**src/ldpc_pkg.sv**
```systemverilog
package ldpc_pkg;

	// ~~~~~~~~~~~~~~~~~~~~~~~~~~~~~~~~~~~~~~~
	// Code geometry
	// ~~~~~~~~~~~~~~~~~~~~~~~~~~~~~~~~~~~~~~~
	localparam int CIRC      = 31;
	localparam int BLK_ROWS  = 3;
	localparam int BLK_COLS  = 5;
	localparam int CODE_LEN  = BLK_COLS * CIRC;
	localparam int NUM_EDGES = BLK_ROWS * BLK_COLS;
	localparam int STEP_W    = 5;
	localparam int ITER_W    = 5;
	localparam int MAX_ITER  = 30;

	// Q8.8 messages, with two guard bits for the node sums
	localparam int MSG_W   = 16;
	localparam int ACC_W   = MSG_W + 2;
	localparam int MSG_MAX = 2 ** (MSG_W - 1) - 1;
	localparam int LLR_MAG = 11;

	// Circulant offsets, powers of 2 and 5 mod 31
	localparam logic [STEP_W-1:0] shift_table [BLK_ROWS][BLK_COLS] = '{
		'{5'd1, 5'd2, 5'd4, 5'd8, 5'd16},
		'{5'd5, 5'd10, 5'd20, 5'd9, 5'd18},
		'{5'd25, 5'd19, 5'd7, 5'd14, 5'd28}
	};

	// ~~~~~~~~~~~~~~~~~~~~~~~~~~~~~~~~~~~~~~~
	// Types
	// ~~~~~~~~~~~~~~~~~~~~~~~~~~~~~~~~~~~~~~~
	typedef logic signed [MSG_W-1:0] msg_t;

	typedef struct packed {
		msg_t [BLK_ROWS-1:0][BLK_COLS-1:0] m;
	} msg_bundle_t;

	// Edge (i, j) sits at bit i*BLK_COLS + j
	typedef logic [NUM_EDGES-1:0] edge_bits_t;
	typedef logic [CODE_LEN-1:0] codeword_t;

	typedef enum logic [1:0] {
		PH_IDLE,
		PH_SYND,
		PH_VAR,
		PH_CHK
	} phase_t;

	typedef struct packed {
		phase_t            phase;
		logic [STEP_W-1:0] rd_step;
		logic              wr_en;
		logic [STEP_W-1:0] wr_step;
	} sweep_ctrl_t;

	// ~~~~~~~~~~~~~~~~~~~~~~~~~~~~~~~~~~~~~~~
	// Index arithmetic mod CIRC
	// ~~~~~~~~~~~~~~~~~~~~~~~~~~~~~~~~~~~~~~~
	function automatic logic [STEP_W-1:0] circ_add(input logic [STEP_W-1:0] a,
			input logic [STEP_W-1:0] b);
		logic [STEP_W:0] sum;
		sum = {1'b0, a} + {1'b0, b};
		if (sum >= (STEP_W+1)'(CIRC))
			sum = sum - (STEP_W+1)'(CIRC);
		return sum[STEP_W-1:0];
	endfunction

	function automatic logic [STEP_W-1:0] circ_sub(input logic [STEP_W-1:0] a,
			input logic [STEP_W-1:0] b);
		logic [STEP_W:0] diff;
		diff = {1'b0, a} + (STEP_W+1)'(CIRC) - {1'b0, b};
		if (diff >= (STEP_W+1)'(CIRC))
			diff = diff - (STEP_W+1)'(CIRC);
		return diff[STEP_W-1:0];
	endfunction

endpackage

```
**src/check_node_unit.sv**
```systemverilog
`timescale 1ns/1ps

module check_node_unit
	import ldpc_pkg::*;
(
	input  logic        clk,
	input  logic        rst,
	input  sweep_ctrl_t ctrl,
	input  msg_bundle_t v2c,
	input  edge_bits_t  bits,
	output msg_bundle_t c2v,
	output logic        row_fail
);

	msg_bundle_t c2v_next;
	logic        parity_fail;

	// ~~~~~~~~~~~~~~~~~~~~~~~~~~~~~~~~~~~~~~~
	// Min-sum over the five edges of a row
	// ~~~~~~~~~~~~~~~~~~~~~~~~~~~~~~~~~~~~~~~
	always_comb begin
		msg_t                m;
		logic [MSG_W-1:0]    mag [BLK_COLS];
		logic [BLK_COLS-1:0] sgn;
		logic [MSG_W-1:0]    min1;
		logic [MSG_W-1:0]    min2;
		logic [MSG_W-1:0]    out_mag;
		int                  min_idx;
		logic                sign_all;
		for (int i = 0; i < BLK_ROWS; i++) begin
			min1 = '1;
			min2 = '1;
			min_idx = 0;
			sign_all = 1'b0;
			for (int j = 0; j < BLK_COLS; j++) begin
				m = v2c.m[i][j];
				sgn[j] = m[MSG_W-1];
				mag[j] = sgn[j] ? -m : m;
				sign_all = sign_all ^ sgn[j];
				if (mag[j] < min1) begin
					min2 = min1;
					min1 = mag[j];
					min_idx = j;
				end else if (mag[j] < min2) begin
					min2 = mag[j];
				end
			end
			// Smallest of the other four is min2 only at the minimum itself
			for (int j = 0; j < BLK_COLS; j++) begin
				out_mag = (j == min_idx) ? min2 : min1;
				c2v_next.m[i][j] = (sign_all ^ sgn[j]) ? -out_mag : out_mag;
			end
		end
	end

	always_comb begin
		parity_fail = 1'b0;
		for (int i = 0; i < BLK_ROWS; i++)
			parity_fail = parity_fail | (^bits[i * BLK_COLS +: BLK_COLS]);
	end

	always_ff @(posedge clk) begin
		if (ctrl.phase == PH_CHK)
			c2v <= c2v_next;
	end

	// Lines up with the read data of the same row
	always_ff @(posedge clk or posedge rst) begin
		if (rst)
			row_fail <= 1'b0;
		else
			row_fail <= parity_fail;
	end

endmodule

```
**config.mk**
```make
export PLATFORM = sky130hd
export DESIGN_NAME = check_node_unit
export DESIGN_NICKNAME = d
export VERILOG_FILES = /design/src/ldpc_pkg.sv /design/src/check_node_unit.sv
export SDC_FILE = /design/constraint.sdc
export NUM_CORES = 2
export LEC_CHECK = 0
export BUFFER_PORTS_ARGS = -buffer_cell sky130_fd_sc_hd__buf_2
export CAP_MARGIN = 40
export CORE_AREA = 10 10 247 249
export CTS_CLUSTER_DIAMETER = 60
export CTS_CLUSTER_SIZE = 40
export DETAILED_ROUTE_END_ITERATION = 16
export DIE_AREA = 0 0 257 259
export PLACE_DENSITY = 0.86
export SETUP_SLACK_MARGIN = 0.15
export SKIP_CTS_REPAIR_TIMING = 1
export SYNTH_ARGS = -nofsm -noshare
export SYNTH_HDL_FRONTEND = slang
export SYNTH_SLANG_ARGS = --single-unit
```
**constraint.sdc**
```tcl
create_clock -name clk -period 0.8 [get_ports clk]
set_clock_uncertainty 0.1 [all_clocks]
set_input_delay 0.16 -clock clk [delete_from_list [all_inputs] [get_ports clk]]
set_output_delay 0.16 -clock clk [all_outputs]
set_load 0.01 [all_outputs]
```
==> flow_metrics.py, run 1 <==
metrics = {
    "placed_design": {
        "port-buffer-count": 499,
        "globalplace.congestion": 1.23,
        "place.detailed.hpwl_um": 170000,
        "place_worst_setup_slack_ps": -12080,
        "placed_area_mm2": 0.0518,
    },
    "clock_tree": {
        "clockRootBuffer": "sky130_fd_sc_hd__clkbuf_16",
        "ctsHtreeMaxLevel": 1,
        "clock_path_buffers": 3,
        "cts_made_buffers": 25,
        "numClockSinks": 241,
    },
    "global_route": {
        "wire_length_of_the_first_global_routing_pass_um": 469000,
        "grt_resource_usage_total": 0.908,
        "maximum_number_of_pins_on_one_net_before_global_route_repair": 42,
        "grt.overflow.total": 3025,
        "grt_pass1_vias": 67200,
    },
    "logic_synthesis": {
        "synth-edff-count": 240,
        "netlist_instances": 4252,
        "count_leader_synth": "sky130_fd_sc_hd__nand2_1",
        "synth_top_flop_cell": "sky130_fd_sc_hd__edfxtp_1",
        "post_synth_instance_area_mm2": 0.0332,
        "post_synthesis_async_set_or_reset_flop_share": 0.00415,
        "synth_top_cells_by_area": "sky130_fd_sc_hd__edfxtp_1, sky130_fd_sc_hd__ha_1, sky130_fd_sc_hd__xnor2_1",
        "netlist_top_cells_count": "sky130_fd_sc_hd__nand2_1, sky130_fd_sc_hd__o21ai_0, sky130_fd_sc_hd__nor2_1, sky130_fd_sc_hd__ha_1, sky130_fd_sc_hd__a21oi_1",
        "mappedNetlistNets": 4843,
        "synth.avg_cell_area_um2": 7.82,
        "postSynthRegisterBits": 241,
        "yosys_warns": 0,
        "yosys.area.top_type": "sky130_fd_sc_hd__edfxtp_1",
        "number_of_library_cell_types_mapped_by_synthesis": 115,
        "yosys.area.top_type_share": 0.217,
        "synth_sequential_area_ratio": 0.218,
    },
    "floorplanning": {
        "dieWidth_um": 257,
        "die_h_um": 259,
        "initial_utilization": 0.594,
        "placementRows": 87,
        "pin_count": 511,
    },
    "run_status": {
        "run_status": "did not finish",
        "stop_stage": "global routing (5_1_grt)",
        "firstError": "[ERROR GRT-0116] Global routing finished with congestion. Check the congestion regions in the DRC Viewer.",
    },
}
## cells by family after synthesis
logic type,after synthesis,synth area share
buffers and inverters,395,0.0473
AOI/OAI and AO/OA,1366,0.265
DFF,241,0.218
and+or+nand+nor,1353,0.192
xor gates and xnor gates,463,0.122
adders and majority gates,325,0.122
muxes,109,0.0344
## layer usage
layer / GRT overflow / global-route usage
met5: 24 / 0.642
met4: 740 / 0.965
met3: 150 / 0.805
met2: 1929 / 1.07
met1: 182 / 0.839
## through the flow
stage | std cells | util | hold WS (ps) | TNS, ps
4_1_cts | 7195 | 0.942 | -714 | -2732980
3_5_place_dp | 7149 | 0.925 | -104 | -2692680
3_3_place_gp | 7149 | 0.925 | -106 | -2465470
2_1_floorplan | 4252 | - | -211 | -3657390
==> run 2: changes to the inputs <==
Settings changed: CORE_AREA 10 10 247 249 to 10 10 300 302, CTS_CLUSTER_DIAMETER 60 to unset, CTS_CLUSTER_SIZE 40 to unset, DIE_AREA 0 0 257 259 to 0 0 310 312, PLACE_DENSITY 0.86 to unset, PLACE_DENSITY_LB_ADDON set to 0.15, SETUP_SLACK_MARGIN 0.15 to unset.
==> flow_metrics.py, run 2 <==
metrics = {
    "clock_tree": {
        "ctsHtreeMaxLevel": 1,
        "clockRootBuffer": "sky130_fd_sc_hd__clkbuf_16",
        "cts_made_buffers": 26,
        "clock_path_buffers": 3,
        "clkTransAtPathRegs_ps": 70,
        "tritoncts": "done",
        "numClockSinks": 241,
    },
    "setup_path": {
        "worstPathRequired_ps": 1030,
        "critical_path.max_fanout": 8,
        "worstPathArrival_ps": 11250,
        "critical-path-max-stage-delay_ps": 570,
        "critical_path.most_common_cell": "sky130_fd_sc_hd__or3_4",
        "startpoint_type": "input port",
        "critical_path_slowest_stage_cell": "sky130_fd_sc_hd__or4_4",
        "timing_worst_setup_path_type": "in2reg",
        "timing.critical_path.to_type": "register",
    },
    "layout": {
        "utilization": 0.686,
        "final_cells": 7829,
        "final_nets": 7300,
        "biggestRegsByFlops": "c2v: 240 flops, row_fail: 1 flops",
        "largest_register_ff_count": 240,
        "syn_to_final_growth_pct": 74.1,
        "layout_commonest_cell": "sky130_fd_sc_hd__buf_4",
        "nFillCells": 7051,
        "final_layout_size_suffix_gt1_frac": 0.500,
        "most-common-layout-cells": "sky130_fd_sc_hd__buf_4, sky130_fd_sc_hd__buf_2, sky130_fd_sc_hd__nand2_1",
        "max_flop_register": "c2v",
    },
    "global_route": {
        "wire_length_of_the_first_global_routing_pass_um": 243000,
        "maximum_number_of_pins_on_one_net_before_global_route_repair": 31,
        "grt.overflow.total": 0,
        "grt_pass1_vias": 41200,
        "grt_resource_usage_total": 0.321,
        "antenna_violations_before_repair": 24,
    },
    "logic_synthesis": {
        "synth_top_flop_cell": "sky130_fd_sc_hd__edfxtp_1",
        "postSynthRegisterBits": 241,
        "mappedNetlistNets": 4843,
        "count_leader_synth": "sky130_fd_sc_hd__nand2_1",
        "synth_top_cells_by_area": "sky130_fd_sc_hd__edfxtp_1, sky130_fd_sc_hd__ha_1, sky130_fd_sc_hd__xnor2_1",
        "post_synth_instance_area_mm2": 0.0332,
        "post_synthesis_async_set_or_reset_flop_share": 0.00415,
        "yosys.area.top_type": "sky130_fd_sc_hd__edfxtp_1",
        "synth.avg_cell_area_um2": 7.82,
        "synth-edff-count": 240,
        "number_of_library_cell_types_mapped_by_synthesis": 115,
        "netlist_instances": 4252,
        "yosys_warns": 0,
        "yosys.area.top_type_share": 0.217,
        "netlist_top_cells_count": "sky130_fd_sc_hd__nand2_1, sky130_fd_sc_hd__o21ai_0, sky130_fd_sc_hd__nor2_1, sky130_fd_sc_hd__ha_1, sky130_fd_sc_hd__a21oi_1",
        "synth_sequential_area_ratio": 0.218,
    },
    "floorplanning": {
        "die-area_mm2": 0.0967,
        "dieWidth_um": 310,
        "pin_count": 511,
        "placementRows": 107,
        "core_mm2": 0.0843,
        "die_h_um": 312,
        "initial_utilization": 0.394,
    },
    "flow_run": {
        "cap_viol_max_count": 0,
    },
    "sta": {
        "hold_ws_ps": -182,
        "maxSlewViolCount": 0,
        "tightestPinTransition_ps": 819,
        "setup-violations-final": 481,
        "final_min_period_over_clock_period": 13.8,
        "slew_headroom": 0.449,
        "timing_hold_violations_final": 1,
        "finalWorstSetupSlack_ps": -10220,
        "grt_setup_unrepaired": "yes",
        "max_freq_mhz": 90.7,
        "final_period_minus_worst_setup_slack_ps": 11020,
    },
    "run_status": {
        "failing_checks": "hold timing, setup timing",
        "run_status": "finished with violations",
    },
    "detailed_routing": {
        "via_per_inst": 5.52,
        "drt-pass1-iter-count": 6,
        "via_count": 43200,
        "detail_route.drc_violations": 0,
        "detail-route-antenna-nets": 0,
        "detail_route.wirelength_um": 168000,
        "drt-initial-drc-count": 3280,
        "wire_per_inst_um": 21.5,
    },
    "worst_hold_path": {
        "worst_hold_path.num_cells": 4,
        "hp-class": "in2reg",
    },
    "placed_design": {
        "post-place-cells": 7617,
        "port-buffer-count": 499,
        "place.detailed.hpwl_um": 142000,
        "globalplace.congestion": 1.09,
    },
    "power": {
        "power_per_cell_area_mw_per_mm2": 5040,
        "power.static_leakage_nw": 26.9,
        "worst_ir_drop_vdd_mv": 3.48,
    },
}
[run 2: cell counts after synthesis]
No cell type changed its count.
[run 2: cell families after synthesis]
group | count (synthesis) | share of synthesized area
adders and majority gates | 325 | 0.122
buffers and inverters | 395 | 0.0473
xor gates and xnor gates | 463 | 0.122
AOI/OAI and AO/OA | 1366 | 0.265
muxes | 109 | 0.0344
DFF | 241 | 0.218
and+or+nand+nor | 1353 | 0.192
[run 2: where the power goes]
group	switching [W]	internal (W)
Combinational	0.132	0.121
Sequential	0.00134	0.0242
Clock	0.00523	0.00694
Total	0.139	0.153
[run 2: final cells by class]
class	instances	area, um2	area share
antenna	11	27.5	0.000476
tap	1090	1360	0.0236
timing repair buffer	2589	18900	0.326
multi-input combinational	3622	28600	0.495
clock buffer	31	669	0.0116
sequential	241	7230	0.125
inverter	229	891	0.0154
clock inverter	16	171	0.00296
[run 2: final timing paths]
path	end	slack (ps)	start
worst max-delay path	c2v[207]$_DFFE_PN_	-10220	v2c[162]
worst min-delay path	row_fail$_DFF_PP0_	-180	bits[4]
max in group asynchronous	row_fail$_DFF_PP0_	120	rst
min in group asynchronous	row_fail$_DFF_PP0_	380	rst
[run 2: metal layers]
metal	global-route usage	routed length [um]	vias to the layer above
li1	-	-	20700
met1	0.416	68900	20300
met2	0.534	78400	1753
met3	0.0504	13800	379
met4	0.116	7180	22
met5	0	138	-
[run 2: metrics by stage]
step	power [W]	hold WS (ps)	setup slack [ps]	TNS [ps]	instance area, um2
global placement	0.245	-103	-11460	-2571860	53200
global route	0.308	-149	-10680	-2514600	57800
finish	0.291	-182	-10220	-2400510	57900
floorplan	0.138	-211	-10900	-3657390	35900
detailed placement	0.247	-92.6	-11590	-2597980	53200
CTS	0.260	-737	-11000	-2493770	54000
[run 2: critical path, delay by kind of cell]
family,cells,cell delay (ps)
compound gates,16,3030
mux,1,340
fa+ha+maj,4,1000
buf+inv,8,1070
xor+xnor,1,100
simple gates,22,5510
Power figures use the tool's default switching activity.
