$ cat src/ldpc_pkg.sv
package ldpc_pkg;

	// ~~~~~~~~~~~~~~~~~~~~~~~~~~~~~~~~~~~~~~~
	// Code geometry
	// ~~~~~~~~~~~~~~~~~~~~~~~~~~~~~~~~~~~~~~~
	localparam int CIRC      = 31;
	localparam int BLK_ROWS  = 3;
	localparam int BLK_COLS  = 5;
	localparam int CODE_LEN  = BLK_COLS * CIRC;
	localparam int NUM_EDGES = BLK_ROWS * BLK_COLS;
	localparam int STEP_W    = 5;
	localparam int ITER_W    = 5;
	localparam int MAX_ITER  = 30;

	// Q8.8 messages, with two guard bits for the node sums
	localparam int MSG_W   = 16;
	localparam int ACC_W   = MSG_W + 2;
	localparam int MSG_MAX = 2 ** (MSG_W - 1) - 1;
	localparam int LLR_MAG = 11;

	// Circulant offsets, powers of 2 and 5 mod 31
	localparam logic [STEP_W-1:0] shift_table [BLK_ROWS][BLK_COLS] = '{
		'{5'd1, 5'd2, 5'd4, 5'd8, 5'd16},
		'{5'd5, 5'd10, 5'd20, 5'd9, 5'd18},
		'{5'd25, 5'd19, 5'd7, 5'd14, 5'd28}
	};

	// ~~~~~~~~~~~~~~~~~~~~~~~~~~~~~~~~~~~~~~~
	// Types
	// ~~~~~~~~~~~~~~~~~~~~~~~~~~~~~~~~~~~~~~~
	typedef logic signed [MSG_W-1:0] msg_t;

	typedef struct packed {
		msg_t [BLK_ROWS-1:0][BLK_COLS-1:0] m;
	} msg_bundle_t;

	// Edge (i, j) sits at bit i*BLK_COLS + j
	typedef logic [NUM_EDGES-1:0] edge_bits_t;
	typedef logic [CODE_LEN-1:0] codeword_t;

	typedef enum logic [1:0] {
		PH_IDLE,
		PH_SYND,
		PH_VAR,
		PH_CHK
	} phase_t;

	typedef struct packed {
		phase_t            phase;
		logic [STEP_W-1:0] rd_step;
		logic              wr_en;
		logic [STEP_W-1:0] wr_step;
	} sweep_ctrl_t;

	// ~~~~~~~~~~~~~~~~~~~~~~~~~~~~~~~~~~~~~~~
	// Index arithmetic mod CIRC
	// ~~~~~~~~~~~~~~~~~~~~~~~~~~~~~~~~~~~~~~~
	function automatic logic [STEP_W-1:0] circ_add(input logic [STEP_W-1:0] a,
			input logic [STEP_W-1:0] b);
		logic [STEP_W:0] sum;
		sum = {1'b0, a} + {1'b0, b};
		if (sum >= (STEP_W+1)'(CIRC))
			sum = sum - (STEP_W+1)'(CIRC);
		return sum[STEP_W-1:0];
	endfunction

	function automatic logic [STEP_W-1:0] circ_sub(input logic [STEP_W-1:0] a,
			input logic [STEP_W-1:0] b);
		logic [STEP_W:0] diff;
		diff = {1'b0, a} + (STEP_W+1)'(CIRC) - {1'b0, b};
		if (diff >= (STEP_W+1)'(CIRC))
			diff = diff - (STEP_W+1)'(CIRC);
		return diff[STEP_W-1:0];
	endfunction

endpackage

$ cat src/phase_sequencer.sv
`timescale 1ns/1ps

module phase_sequencer
	import ldpc_pkg::*;
(
	input  logic              clk,
	input  logic              rst,
	input  logic              start,
	input  logic              row_fail,
	output sweep_ctrl_t       ctrl,
	output logic              busy,
	output logic              done,
	output logic              success,
	output logic [ITER_W-1:0] iterations
);

	phase_t            phase;
	phase_t            next_phase;
	logic              finish;
	logic              rd_act;
	logic [STEP_W-1:0] rd_step;
	logic              rd_valid;
	logic [STEP_W-1:0] step_d1;
	logic              wr_en;
	logic [STEP_W-1:0] wr_step;
	logic              synd_fail;
	logic              sweep_end;
	logic              sweep_begin;

	// Last write-back of the sweep
	assign sweep_end = wr_en && (wr_step == STEP_W'(CIRC - 1));

	// Every new sweep enters a different phase
	assign sweep_begin = (next_phase != phase) && (next_phase != PH_IDLE);

	always_comb begin
		ctrl.phase   = phase;
		ctrl.rd_step = rd_step;
		ctrl.wr_en   = wr_en;
		ctrl.wr_step = wr_step;
	end

	// ~~~~~~~~~~~~~~~~~~~~~~~~~~~~~~~~~~~~~~~
	// Phase transitions and stop rule
	// ~~~~~~~~~~~~~~~~~~~~~~~~~~~~~~~~~~~~~~~
	always_comb begin
		next_phase = phase;
		finish = 1'b0;
		if (phase == PH_IDLE) begin
			if (start)
				next_phase = PH_SYND;
		end else if (sweep_end) begin
			case (phase)
				PH_SYND: begin
					if (synd_fail)
						next_phase = PH_VAR;
					else
						finish = 1'b1;
				end
				PH_VAR:
					next_phase = PH_CHK;
				default: begin
					if (synd_fail && iterations != ITER_W'(MAX_ITER - 1))
						next_phase = PH_VAR;
					else
						finish = 1'b1;
				end
			endcase
		end
		if (finish)
			next_phase = PH_IDLE;
	end

	// Read step, then memory latency, then write-back
	always_ff @(posedge clk or posedge rst) begin
		if (rst) begin
			rd_act   <= 1'b0;
			rd_step  <= '0;
			rd_valid <= 1'b0;
			step_d1  <= '0;
			wr_en    <= 1'b0;
			wr_step  <= '0;
		end else begin
			rd_valid <= rd_act;
			step_d1  <= rd_step;
			wr_en    <= rd_valid;
			wr_step  <= step_d1;
			if (sweep_begin) begin
				rd_act  <= 1'b1;
				rd_step <= '0;
			end else if (rd_act) begin
				if (rd_step == STEP_W'(CIRC - 1))
					rd_act <= 1'b0;
				else
					rd_step <= rd_step + 1'b1;
			end
		end
	end

	always_ff @(posedge clk or posedge rst) begin
		if (rst) begin
			phase      <= PH_IDLE;
			busy       <= 1'b0;
			done       <= 1'b0;
			success    <= 1'b0;
			iterations <= '0;
			synd_fail  <= 1'b0;
		end else begin
			phase <= next_phase;
			done  <= finish;
			if (phase == PH_IDLE && start) begin
				busy       <= 1'b1;
				success    <= 1'b0;
				iterations <= '0;
			end
			if (finish) begin
				busy    <= 1'b0;
				success <= !synd_fail;
			end
			if (sweep_end && phase == PH_CHK)
				iterations <= iterations + 1'b1;
			// Sticky syndrome over the rows of one sweep
			if (sweep_begin)
				synd_fail <= 1'b0;
			else if (rd_valid && (phase == PH_SYND || phase == PH_CHK))
				synd_fail <= synd_fail | row_fail;
		end
	end

endmodule

$ cat config.mk
export PLATFORM = sky130hd
export DESIGN_NAME = phase_sequencer
export DESIGN_NICKNAME = d
export VERILOG_FILES = /design/src/ldpc_pkg.sv /design/src/phase_sequencer.sv
export SDC_FILE = /design/constraint.sdc
export NUM_CORES = 1
export LEC_CHECK = 0
export BUFFER_PORTS_ARGS = -buffer_cell sky130_fd_sc_hd__buf_2
export CAP_MARGIN = 25
export CORE_ASPECT_RATIO = 1.5
export CORE_MARGIN = 2
export CORE_UTILIZATION = 49
export CTS_BUF_LIST = sky130_fd_sc_hd__clkbuf_16
export DETAILED_ROUTE_END_ITERATION = 16
export PLACE_DENSITY = 0.74
export SYNTH_ARGS = -nofsm -noshare
export SYNTH_HDL_FRONTEND = slang
export SYNTH_SLANG_ARGS = --single-unit
$ cat constraint.sdc
create_clock -name clk -period 2.04 [get_ports clk]
set_input_delay 0.306 -clock clk [delete_from_list [all_inputs] [get_ports clk]]
set_output_delay 0.306 -clock clk [all_outputs]
set_load 0.05 [all_outputs]
=== Word level (Yosys, flattened, before mapping) ===
Index checks and enable logic that the tools add are counted.

* $add $sub $neg: 2
* Equality and inequality tests: 8
* Mux-type cells: 26
* Bitwise operators: 1
* Reductions and logical operators: 15

{| class="wikitable"
|+ Operator list
! kind !! count
|-
| 5-bit 2-to-1 mux || 5
|-
| 1-bit 2-to-1 mux || 13
|-
| 2-bit 2-to-1 mux || 6
|-
| 5-bit by 1-bit adder with 5-bit output, second input constant || 2
|-
| 5-bit equality test, second input constant || 2
|-
| 2-bit nonzero test || 5
|-
| 1-bit logical AND || 6
|-
| 5-bit != test, second input constant || 1
|-
| 2-bit equality test, second input constant || 2
|-
| 2-bit case mux with 2 select lines || 1
|-
| 2-bit by 1-bit equality test with 1-bit output, second input constant || 1
|-
| 2-bit zero test || 1
|-
| 2-bit != test || 1
|-
| 2-bit != test, second input constant || 1
|-
| 1-bit case mux with 2 select lines || 1
|-
| 2-bit AND reduction || 1
|-
| 1-bit zero test || 1
|-
| 1-bit logical OR || 1
|-
| 1-bit OR || 1
|}

* Flip-flop bits (word level): 29
* Bits of input ports: 4
* Output and inout port bits: 21
* Logic and storage cells: 64

=== Logic depth before layout (Yosys ltp) ===
* Word-level depth: 11
* Depth in mapped cells: 8
* Gate-level depth less buffers: 7

=== Least setup slack after synthesis ===
OpenSTA, ideal clock, no wires.

* Path type: register to register
* Start: register phase[0]
* End: register rd_step[0]
* Setup time: 0.140 ns
* Arrival time: 2.418 ns
* Required time: 1.900 ns
* Path slack: -0.518 ns
* Stages on the path, launching flop included: 8
* Buffers on the path: 0
* Period minus slack after synthesis: 2.558 ns
* Path through: dfrtp_1 inv_1 ha_1 and2b_4 nor4b_4 o31a_2 nor4_4 nor3_1

* Word-level cells in the longest chain between the ends: 9
* Elaborated cells on any way between the ends: 20
* Those cells by class: 4 x eq/ne; 11 x mux; 5 x reduce/logical

{| class="wikitable"
|+ RTL lines
! item !! RTL line !! text
|-
| start, declared || phase_sequencer.sv:17 || <nowiki>phase_t phase;</nowiki>
|-
| start signal, assigned || phase_sequencer.sv:109 || <nowiki>phase <= next_phase;</nowiki>
|-
| 2-bit equality test (tied with other cells) || phase_sequencer.sv:53 || <nowiki>case (phase)</nowiki>
|-
| 2-bit case mux with 2 select lines or 1-bit case mux with 2 select lines (tied branches) || phase_sequencer.sv:53 ||
|-
| 2-bit 2-to-1 mux or 1-bit 2-to-1 mux (tied branches) || phase_sequencer.sv:52 || <nowiki>end else if (sweep_end) begin</nowiki>
|-
| 2-bit 2-to-1 mux or 1-bit 2-to-1 mux (tied branches) || phase_sequencer.sv:49 || <nowiki>if (phase == PH_IDLE) begin</nowiki>
|-
| 2-bit 2-to-1 mux || phase_sequencer.sv:70 || <nowiki>if (finish)</nowiki>
|-
| 2-bit != test or 2-bit nonzero test (tied branches) || phase_sequencer.sv:34 || <nowiki>assign sweep_begin = (next_phase != phase) && (next_phase != PH_IDLE);</nowiki>
|-
| 1-bit logical AND (*) || phase_sequencer.sv:34 ||
|-
| 2-bit != test (no source line) or 2-bit nonzero test (tied branches) || - ||
|-
| 2-bit AND reduction (no source line) || - ||
|-
| end signal, assigned || phase_sequencer.sv:95 || <nowiki>rd_step <= rd_step + 1'b1;</nowiki>
|-
| end, declared || phase_sequencer.sv:21 || <nowiki>logic [STEP_W-1:0] rd_step;</nowiki>
|}

Every way passes the cells marked *; elsewhere a longest branch is shown, timed or not.
A chain may end at the register's enable or synchronous reset.

=== Worst setup path after layout ===
* Start: register phase[0]
* End: register rd_act

* Word-level cells in the longest chain between the ends: 8
* Elaborated cells on any way between the ends: 17
* Those cells by class: 3 x eq/ne; 11 x mux; 3 x reduce/logical

{| class="wikitable"
|+ RTL lines
! item !! RTL line !! text
|-
| 2-bit equality test (tied with other cells) || phase_sequencer.sv:53 ||
|-
| 2-bit case mux with 2 select lines or 1-bit case mux with 2 select lines (tied branches) || phase_sequencer.sv:53 ||
|-
| 2-bit 2-to-1 mux or 1-bit 2-to-1 mux (tied branches) || phase_sequencer.sv:52 ||
|-
| 2-bit 2-to-1 mux or 1-bit 2-to-1 mux (tied branches) || phase_sequencer.sv:49 ||
|-
| 2-bit 2-to-1 mux || phase_sequencer.sv:70 ||
|-
| 2-bit != test or 2-bit nonzero test (tied branches) || phase_sequencer.sv:34 ||
|-
| 1-bit logical AND (*) || phase_sequencer.sv:34 ||
|-
| 1-bit 2-to-1 mux (*) || phase_sequencer.sv:88 || <nowiki>if (sweep_begin) begin</nowiki>
|-
| end signal, assigned || phase_sequencer.sv:77 || <nowiki>rd_act <= 1'b0;</nowiki>
|-
| end signal, assigned || phase_sequencer.sv:89 || <nowiki>rd_act <= 1'b1;</nowiki>
|-
| end signal, assigned || phase_sequencer.sv:93 || <nowiki>rd_act <= 1'b0;</nowiki>
|-
| end, declared || phase_sequencer.sv:20 || <nowiki>logic rd_act;</nowiki>
|}

Marks and branches as above.

==> flow_summary.json <==
{
  "clock_path_buffers": 2,
  "firstDrtPassIters": 4,
  "cp-start-kind": "flop",
  "setup_slack_ps": -2.344,
  "synth_warnings": 0,
  "yosys-top-cells-count": "29 x dfrtp_1, 9 x nand3_1",
  "worst-r2r-cell-count": 8,
  "cap_viol_max_count": 0,
  "outcome": "finished with violations",
  "worstHoldPathType": "in2async",
  "grt_pass1_vias": 1151,
  "drc": 0,
  "drive_gt1_frac": 0.4682,
  "worstMarginPinSlew_ps": 358.4,
  "syn_nets": 135,
  "finalWirelength_um": 3460,
  "postSynthAreaPerCell_um2": 11.37,
  "power.density_mw_per_mm2": 2008,
  "synth_top_area_frac": 0.5188,
  "cts_tree": "yes",
  "ys_seq_area_frac": 0.5188,
  "max_freq_ghz": 0.4896,
  "gp_congestion": 0.8427,
  "setup_viol": 1,
  "hold_violations": 0,
  "start_util": 0.5171,
  "cp-end-kind": "flop",
  "multiInputGateArea_um2": 711.9,
  "synthDistinctLibCells": 35,
  "fillers": 217,
  "fp.dieArea_mm2": 0.003307,
  "synthTopCellsByArea": "dfrtp_1 52%, ha_1 7.2%, nand3_1 3.2%, o21ai_0 2.9%, nor3_1 2.5%",
  "clk_latency_ps": 270,
  "fin_skew_ps": 4.295,
  "post-route-util": 0.7313,
  "clock-sinks": 29,
  "synth.most_common_cell": "dfrtp_1",
  "regArea_um2": 733.2,
  "crit_type": "reg2reg",
  "netlist.top_cell.by_area": "dfrtp_1",
  "crit_required_ps": 2200,
  "syn_inst": 123,
  "core_area_mm2": 0.002705,
  "cts-root-buf": "clkbuf_16",
  "cp.arrival_ps": 2200,
  "design_area_mm2": 0.001978,
  "peakVddDrop_v": 0.001062,
  "cts_inserted_buffers": 5,
  "pin_count": 25,
  "violations": "negative setup slack",
  "synth_seq_cells": 29,
  "holdWs_ps": 89.64,
  "port_buffers": 24,
  "area_growth_pct": 41.41,
  "crit_fanout": 5,
  "synthArstFlopShare": 1.000,
  "slowest_delay_ps": 430,
  "clkTransAtPathRegs_ps": 50,
  "synth_edf_count": 0,
  "num_vias": 1153,
  "ys.flop_type": "dfrtp_1",
  "detail-route-antenna-nets": 0,
  "slew_headroom": 0.7596,
  "placementRows": 23,
  "nNetsFinal": 184,
  "viasPerCell": 5.490,
  "pre_cts_ws_ps": -45.94,
  "place_area_mm2": 0.001689,
  "fin_crit_sh": 1.001,
  "globalRoute.totalOverflow": 0,
  "cts_hold_buffers": 0,
  "wire_per_inst_um": 16.48,
  "hpwl_um": 2288,
  "diodes": 0,
  "power_mw": 3.972,
  "ctsHtreeMaxLevel": 2,
  "rsz0062_at_grt": "true",
  "grt_max_degree": 30,
  "synth_area_mm2": 0.001399,
  "grt_pass1_wl_um": 5285,
  "fin_crit_ps": 2042,
  "die_h_um": 69.44,
  "dieWidth_um": 47.63,
  "p_leak_nw": 0.9064,
  "final_max_slew_viol_count": 0,
  "gr-usage-all-layers": 0.2306,
  "first_iter_violations": 20,
  "antenna_found_initial": 0,
  "path_cells": "inv_4, ha_4, and2b_4, nor4b_4, o31a_2, nor4_4, buf_4, a211o_1",
  "crit_slowest_cell": "dfrtp_4"
}
routing by layer:
layer | GRT usage | routed length [um] | up-vias
li1 | - | - | 541
met1 | 0.2297 | 1196 | 563
met2 | 0.4054 | 1998 | 35
met3 | 0.05469 | 121 | 14
met4 | 0.1201 | 144 | 0
met5 | 0 | 0 | -
where the power goes:
| group | internal [mW] | switching (mW) |
|---|---|---|
| registers | 0.834 | 0.232 |
| clock network | 0.565 | 0.241 |
| logic | 0.756 | 1.34 |
per-stage QoR:
stage | setup TNS [ps] | instances
2_1_floorplan | -282.9 | 123
3_3_place_gp | 0 | 197
3_5_place_dp | -278.5 | 197
4_1_cts | -243.6 | 207
5_1_grt | -375.0 | 210
6_report | -2.344 | 210
repair_timing:
action,in CTS,in global routing
pin swaps,6,4
setup endpoints to repair,7,7
resized for setup,11,9
setup buffers,3,5
endpoints found under the hold margin,0,0
flip-flops by register name, indices dropped and copies added, names as in the netlist:
signal and cells:
busy 1, rd_step 5, step_d1 5, done 1, rd_valid 1, wr_step 5, phase 2, success 1
wr_en 1, synd_fail 1, iterations 5, rd_act 1
logic make-up after synthesis:
kind of cell             count (synthesis)  share of synthesized area
AND/OR/NAND/NOR                         42                     0.1950
flip-flops                              29                     0.5188
AO/OA/AOI/OAI                           27                     0.1422
buffers and inverters                   11                    0.03488
adder cells (fa/ha/maj)                  8                    0.07156
XOR/XNOR                                 6                    0.03757
worst paths after layout:
path,slack [ps],to,startpoint
worst min-delay path,90,iterations[4],rst
min in group clk,330,busy,start
worst max-delay path,-2,rd_act,phase[0]
worst min register to register,340,wr_step[0],step_d1[0]
max in group asynchronous,1660,phase[0],rst
worst max register to register,-2,rd_act,phase[0]
final cells by class:
type                            instances  share of cell area
Inverter                                8             0.01771
Multi-Input combinational cell         83              0.3599
Sequential cell                        29              0.3707
Tap cell                               37             0.02340
Clock inverter                          3             0.01898
Clock buffer                            5             0.06325
Timing Repair Buffer                   45              0.1461
critical path, delay by kind of cell, from the launching register on:
family	cells	cell delay, ps
AO/OA/AOI/OAI	2	480
flip-flops	1	430
AND/OR/NAND/NOR	3	530
buffers and inverters	2	210
adder cells (fa/ha/maj)	1	260
cell usage in the layout (no fill, tap or decap), types with 4 or more instances in the layout:
master,n
dfrtp_1,25
buf_2,24
buf_4,18
nand3_1,9
nand2_1,8
o21ai_0,7
nor2_1,7
inv_1,6
ha_1,5
clkbuf_16,5
a21oi_1,4
nor3_1,4
Note: power is estimated with default switching activity, not from simulation.
